## config.mk

```make
export PLATFORM = sky130hd
export DESIGN_NAME = csr_unit
export DESIGN_NICKNAME = d
export VERILOG_FILES = /design/src/design/rv_isa_pkg.sv /design/src/design/csr_bus_pkg.sv /design/src/design/csr_unit.sv
export VERILOG_INCLUDE_DIRS = /design/src /design/src/design
export SDC_FILE = /design/constraint.sdc
export NUM_CORES = 1
export LEC_CHECK = 0
export BUFFER_PORTS_ARGS = -buffer_cell sky130_fd_sc_hd__buf_2
export CELL_PAD_IN_SITES_DETAIL_PLACEMENT = 1
export CELL_PAD_IN_SITES_GLOBAL_PLACEMENT = 1
export CORE_MARGIN = 5
export CORE_UTILIZATION = 35
export DETAILED_ROUTE_END_ITERATION = 6
export GPL_ROUTABILITY_DRIVEN = 0
export GPL_TIMING_DRIVEN = 0
export MAX_ROUTING_LAYER = met4
export PLACE_DENSITY = 0.83
export SYNTH_ARGS = -nofsm -noshare
export SYNTH_HDL_FRONTEND = slang
export SYNTH_SLANG_ARGS = --single-unit
```

## constraint.sdc

```tcl
create_clock -name aclk -period 2.37 [get_ports aclk]
set_input_delay 0.3555 -clock aclk [delete_from_list [all_inputs] [get_ports aclk]]
set_output_delay 0.3555 -clock aclk [all_outputs]
set_load 0.005 [all_outputs]
```

## src/design/csr_settings.svh

```systemverilog
// Global sizing macros for the CSR execution subsystem
// Included by RTL, packages and testbench before any use of XLEN or bank depth

`ifndef CSR_SETTINGS_SVH
`define CSR_SETTINGS_SVH

// Datapath width of the core
`define CSR_XLEN 32

// Address bits kept by the CSR bank
// The architectural 12-bit CSR field is truncated to this width
`define CSR_ADDR_W 8

`endif

```

## src/design/rv_isa_pkg.sv

```systemverilog
// RISC-V instruction-level types used by the CSR decoder and execution unit
// Holds field layout, opcode and funct3 encodings, and the decoded instruction

package rv_isa_pkg;

    // Field widths of a 32-bit instruction
    localparam int OPCODE_W    = 7;
    localparam int FUNCT3_W    = 3;
    localparam int REG_IDX_W   = 5;
    localparam int CSR_FIELD_W = 12;

    // Field positions (LSB of each field)
    localparam int RD_POS     = 7;
    localparam int FUNCT3_POS = 12;
    localparam int RS1_POS    = 15;
    localparam int CSR_POS    = 20;

    // Only SYSTEM matters here, anything else is folded into OPC_OTHER
    typedef enum logic [OPCODE_W-1:0] {
        OPC_OTHER  = 7'b0000000,
        OPC_SYSTEM = 7'b1110011
    } opcode_e;

    // Values match funct3 of the Zicsr encodings
    typedef enum logic [FUNCT3_W-1:0] {
        CSRRW  = 3'b001,
        CSRRS  = 3'b010,
        CSRRC  = 3'b011,
        CSRRWI = 3'b101,
        CSRRSI = 3'b110,
        CSRRCI = 3'b111
    } csr_op_e;

    // rs1 doubles as zimm for the immediate forms
    typedef struct packed {
        csr_op_e                op;
        logic [CSR_FIELD_W-1:0] csr_addr;
        logic [REG_IDX_W-1:0]   rs1;
        logic [REG_IDX_W-1:0]   rd;
        logic                   use_imm;
        logic                   illegal;
    } decoded_instr_t;

endpackage

```

## src/design/csr_bus_pkg.sv

```systemverilog
// Transaction-level types for the CSR subsystem
// Response returned with ack, register-file write strobe and the unit FSM states

`include "csr_settings.svh"

package csr_bus_pkg;

    // Held stable while inst_ack is high
    typedef struct packed {
        logic                 illegal;
        logic [`CSR_XLEN-1:0] old_value;
    } csr_resp_t;

    // One-cycle write into the integer register file
    typedef struct packed {
        logic                 en;
        logic [4:0]           addr;
        logic [`CSR_XLEN-1:0] data;
    } rd_write_t;

    typedef enum logic [1:0] {
        IDLE,
        COMPUTE,
        STORE,
        DONE
    } unit_state_e;

endpackage

```

## src/design/csr_unit.sv

```systemverilog
// CSR execution FSM
// Serves the four-phase handshake, runs the read-modify-write on the bank
// and pulses the old CSR value into rd

`timescale 1ns/1ps
`include "csr_settings.svh"

module csr_unit (
    input  logic                       aclk,
    input  logic                       aresetn,
    input  logic                       inst_req,
    output logic                       inst_ack,
    input  rv_isa_pkg::decoded_instr_t dec,
    output csr_bus_pkg::csr_resp_t     resp,
    input  logic [`CSR_XLEN-1:0]       rs1_val,
    output csr_bus_pkg::rd_write_t     rd_write,
    output logic                       bank_rd_en,
    output logic [`CSR_ADDR_W-1:0]     bank_rd_addr,
    input  logic [`CSR_XLEN-1:0]       bank_rd_data,
    output logic                       bank_wr_en,
    output logic [`CSR_ADDR_W-1:0]     bank_wr_addr,
    output logic [`CSR_XLEN-1:0]       bank_wr_data
);
    import rv_isa_pkg::*;
    import csr_bus_pkg::*;

    unit_state_e          state;
    decoded_instr_t       dec_r;
    logic                 capture;
    logic [`CSR_XLEN-1:0] rs1_val_r;
    logic [`CSR_XLEN-1:0] old_r;
    logic [`CSR_XLEN-1:0] new_r;
    logic [`CSR_XLEN-1:0] mask;
    logic [`CSR_XLEN-1:0] new_value;
    logic                 csr_write;
    logic                 rd_pulse;
    logic                 wr_pulse;

    // Accept only from IDLE, ack is always low there
    assign capture = (state == IDLE) && inst_req;

    // Bank read is issued on the accepting edge, data is ready in COMPUTE
    assign bank_rd_en   = capture;
    assign bank_rd_addr = dec.csr_addr[`CSR_ADDR_W-1:0];

    // zimm is zero-extended
    assign mask = dec_r.use_imm ? {{(`CSR_XLEN-REG_IDX_W){1'b0}}, dec_r.rs1} : rs1_val_r;

    always_comb begin
        case (dec_r.op)
            CSRRW, CSRRWI: begin
                new_value = mask;
                csr_write = 1'b1;
            end
            CSRRS, CSRRSI: begin
                new_value = bank_rd_data | mask;
                csr_write = (dec_r.rs1 != '0);
            end
            CSRRC, CSRRCI: begin
                new_value = bank_rd_data & ~mask;
                csr_write = (dec_r.rs1 != '0);
            end
            default: begin
                new_value = bank_rd_data;
                csr_write = 1'b0;
            end
        endcase
        // Illegal encodings have no side effects
        if (dec_r.illegal) begin
            csr_write = 1'b0;
        end
    end

    always_ff @(posedge aclk or negedge aresetn) begin
        if (!aresetn) begin
            state    <= IDLE;
            inst_ack <= 1'b0;
            rd_pulse <= 1'b0;
            wr_pulse <= 1'b0;
        end else begin
            case (state)
                IDLE: begin
                    if (inst_req) begin
                        state <= COMPUTE;
                    end
                end
                COMPUTE: begin
                    rd_pulse <= !dec_r.illegal && (dec_r.rd != '0);
                    wr_pulse <= csr_write;
                    state    <= STORE;
                end
                // Settle cycle so a following read sees the new value
                STORE: begin
                    rd_pulse <= 1'b0;
                    wr_pulse <= 1'b0;
                    state    <= DONE;
                end
                DONE: begin
                    if (!inst_ack) begin
                        inst_ack <= 1'b1;
                    end else if (!inst_req) begin
                        inst_ack <= 1'b0;
                        state    <= IDLE;
                    end
                end
                default: state <= IDLE;
            endcase
        end
    end

    always_ff @(posedge aclk) begin
        if (capture) begin
            dec_r     <= dec;
            rs1_val_r <= rs1_val;
        end
        if (state == COMPUTE) begin
            old_r <= dec_r.illegal ? '0 : bank_rd_data;
            new_r <= new_value;
        end
    end

    assign bank_wr_en   = wr_pulse;
    assign bank_wr_addr = dec_r.csr_addr[`CSR_ADDR_W-1:0];
    assign bank_wr_data = new_r;

    assign rd_write.en   = rd_pulse;
    assign rd_write.addr = dec_r.rd;
    assign rd_write.data = old_r;

    assign resp.illegal   = dec_r.illegal;
    assign resp.old_value = old_r;

    ack_in_done_a: assert property (@(posedge aclk) disable iff (!aresetn)
        inst_ack |-> state == DONE);

    rd_not_x0_a: assert property (@(posedge aclk) disable iff (!aresetn)
        rd_write.en |-> rd_write.addr != '0);

    rd_single_pulse_a: assert property (@(posedge aclk) disable iff (!aresetn)
        rd_write.en |=> !rd_write.en);

endmodule

```

==> results.tsv <==
metric	value	unit
status	finished clean	
max-slew violation count	0	
mean post-synth cell area	13.7	um2
global route overflow	0	
Simple-Gate Fraction of Synth Area	0.129	
worst reg-to-reg setup slack	0.54	ns
P&R area growth vs syn	35.0	%
Clock Sinks	123	
most frequent cells in the layout	217 x buf_2, 118 x edfxtp_1, 87 x nor2b_1, 57 x buf_4, 54 x a211oi_1	
layout cells sized above 1	0.499	
CTS Buffer Depth	2	
achievable clock frequency	453	MHz
total routed wirelength	16.1	mm
post-DP HPWL	11.8	mm
complex-gate fraction of the synthesized area	0.0924	
Std-Cell Rows	46	
Power Total	0.00838	W
first-pass GRT wire length	23.8	mm
core region area	15900	um2
Reg2Reg Depth	3	
Setup-failing EPs final	0	
Skew-Pair Late Insertion Delay	0.41	ns
Netlist cell types	29	
WHS Endpoint	rs1_val_r[27]	
DR vias/cell	4.72	
initial core utilization	0.356	
# DRC	0	
Filler cells	1720	
final hold violation count	0	
Synth Area in XOR/XNOR	0	
critical path data required time	2.01	ns
Synth Cell Area	5660	um2
initial antenna violation count	2	
Seq/Total Area, Yosys	0.648	
RSZ-0062 raised after global routing	no	
combinational family with the most area after synthesis	simple AND/OR/NAND/NOR gates	
Root Buffer Master	clkbuf_16	
worst setup margin	0.161	ns
I/O pin count	216	
Clk pin slew, worst setup/hold paths	0.06	ns
element type at the critical path end	primary output	
Pleak	3.14	nW
pwr/cell area	1100	nW/um2
routed len/inst	18.4	um
most common cell after layout, fill and taps aside	buf_2	
Worst Setup Start Kind	register	
CTS Buf Count	17	
die width	137	um
IO Port Bufs	210	
worst slew pin tran	0.907	ns
Iter 0 DRT Violations	102	
fin crit share	0.932	
NumNets Final	743	
reg2reg start	state[1]	
Die Area	18800	um2
Setup WS pre-CTS	-0.130	ns
hold depth	1	
Final Core Density	0.481	
max_slew headroom	0.396	
CTS H-Tree Depth	4	
die height	137	um
WP data arrival	1.85	ns
number of global-route vias before repair	4514	
Worst Skew	0.0118	ns
Max-cap violations	0	
CP Max Fanout	28	
GRT Overall Usage	0.175	
worst min-delay path category	in -> reg	
peak supply drop	0.600	mV
Synth Instances	413	
antenna viol nets, final	0	
Min Clock Period, post-route	2.21	ns
Worst Hold Launch	rs1_val[27]	
largest net degree at the start of global routing	65	
mux contribution to synthesized area	0.0183	
crit path kind	reg -> out	
post-synthesis register bit count	123	
adder-cell area share of the yosys netlist	0.0110	
CTS tree	built	
YS warnings	0	
DR pass1 iterations	6	
Vias	4131	
R2R Path End	rs1_val_r[6]	
net count after synthesis	512	
layer usage:
layer,vias up,routed length (um),GRT usage
met5,-,0,-
met4,0,329,0.0621
met3,22,1070,0.0566
met2,162,8790,0.314
met1,2024,5890,0.179
li1,1923,-,-
power breakdown:
part | internal, W | total (W) | leakage (nW) | switching (W)
Combinational | 0.00103 | 0.00225 | 1.67 | 0.00121
Sequential | 0.00316 | 0.00340 | 1.17 | 0.000233
Clock | 0.00176 | 0.00274 | 0.305 | 0.000980
Total | 0.00596 | 0.00838 | 3.14 | 0.00243
worst max path at each step:
stage	cells past startpoint	to	slack (ns)	start
6_report	4	bank_rd_en	0.16	state[1]
3_3_place_gp	4	bank_rd_en	0.01	state[0]
3_5_place_dp	4	bank_rd_en	-0.13	state[1]
5_1_grt	4	bank_rd_en	0.03	state[0]
2_1_floorplan	2	bank_wr_data[0]	0.57	state[1]
4_1_cts	4	bank_rd_en	0.11	state[1]
through the flow:
| stage | instance area, um2 | setup TNS, ns | hold WS (ns) | std cells |
|---|---|---|---|---|
| final | 7650 | 0 | 0.113 | 875 |
| after floorplan | 5670 | 0 | 0.0599 | 413 |
| after global routing | 7650 | 0 | 0.0853 | 875 |
| after detailed placement | 7000 | -0.130 | 0.181 | 839 |
| after CTS | 7640 | 0 | 0.0894 | 873 |
| after global placement | 6990 | 0 | 0.177 | 839 |
Yosys cell counts:
library cell / instances / area share
a211oi_1: 54 / 0.072
a211oi_2: 5 / 0.011
a21oi_1: 1 / 0.00088
and2_1: 1 / 0.0011
and2_4: 1 / 0.0015
buf_1: 1 / 0.00066
buf_2: 7 / 0.0062
buf_4: 57 / 0.076
buf_6: 7 / 0.014
clkbuf_1: 3 / 0.0020
dfrtp_1: 5 / 0.022
edfxtp_1: 118 / 0.63
ha_1: 5 / 0.011
inv_1: 4 / 0.0027
mux2_1: 1 / 0.0020
mux2_2: 2 / 0.0040
mux2_4: 4 / 0.011
mux2i_1: 1 / 0.0018
nand2b_1: 2 / 0.0022
nand3_1: 1 / 0.00088
nor2_1: 34 / 0.023
nor2b_1: 87 / 0.096
nor3_1: 1 / 0.00088
o211ai_1: 1 / 0.0013
o21ai_0: 1 / 0.00088
o22ai_1: 6 / 0.0066
or2_2: 1 / 0.0011
or4_1: 1 / 0.0013
or4b_1: 1 / 0.0018
cell type report:
| class | instances | area [um2] | area share |
|---|---|---|---|
| Clock inverter | 15 | 199 | 0.0260 |
| Antenna cell | 2 | 5.00 | 0.000655 |
| Inverter | 4 | 15.0 | 0.00196 |
| Multi-Input combinational cell | 212 | 1450 | 0.189 |
| Tap cell | 216 | 270 | 0.0353 |
| Clock buffer | 17 | 425 | 0.0556 |
| Sequential cell | 123 | 3670 | 0.480 |
| Buffer | 75 | 557 | 0.0728 |
| Timing Repair Buffer | 211 | 1060 | 0.139 |
flip-flops by register name (all words and copies together) (netlist names):
signal / count
bank_wr_data: 32
rd_pulse: 1
inst_ack: 1
bank_wr_en: 1
rs1_val_r: 32
resp: 1
dec_r: 8
rd_write: 5
old_r: 32
bank_wr_addr: 8
state: 2
logic make-up (layout without fill, tap and decap cells):
kind of cell / Yosys count / after routing
multiplexers: 8 / 8
buffers and inverters: 79 / 322
AO/OA/AOI/OAI: 68 / 68
AND/OR/NAND/NOR: 130 / 131
adder cells (fa/ha/maj): 5 / 5
flip-flops: 123 / 123
other: 0 / 2
worst max-delay path, cell delays in order, from the launching register on:
cell	delay, ns
dfrtp_1	0.42
inv_1	0.16
ha_1	0.23
and2_4	0.42
buf_2	0.19
timing repair:
item	in CTS	in global routing
setup buffers	0	0
resized for setup	1	0
hold endpoints to repair	5	0
endpoints found under the setup margin	1	0
hold buffers	1	0
(Power assumes the default switching activity.)
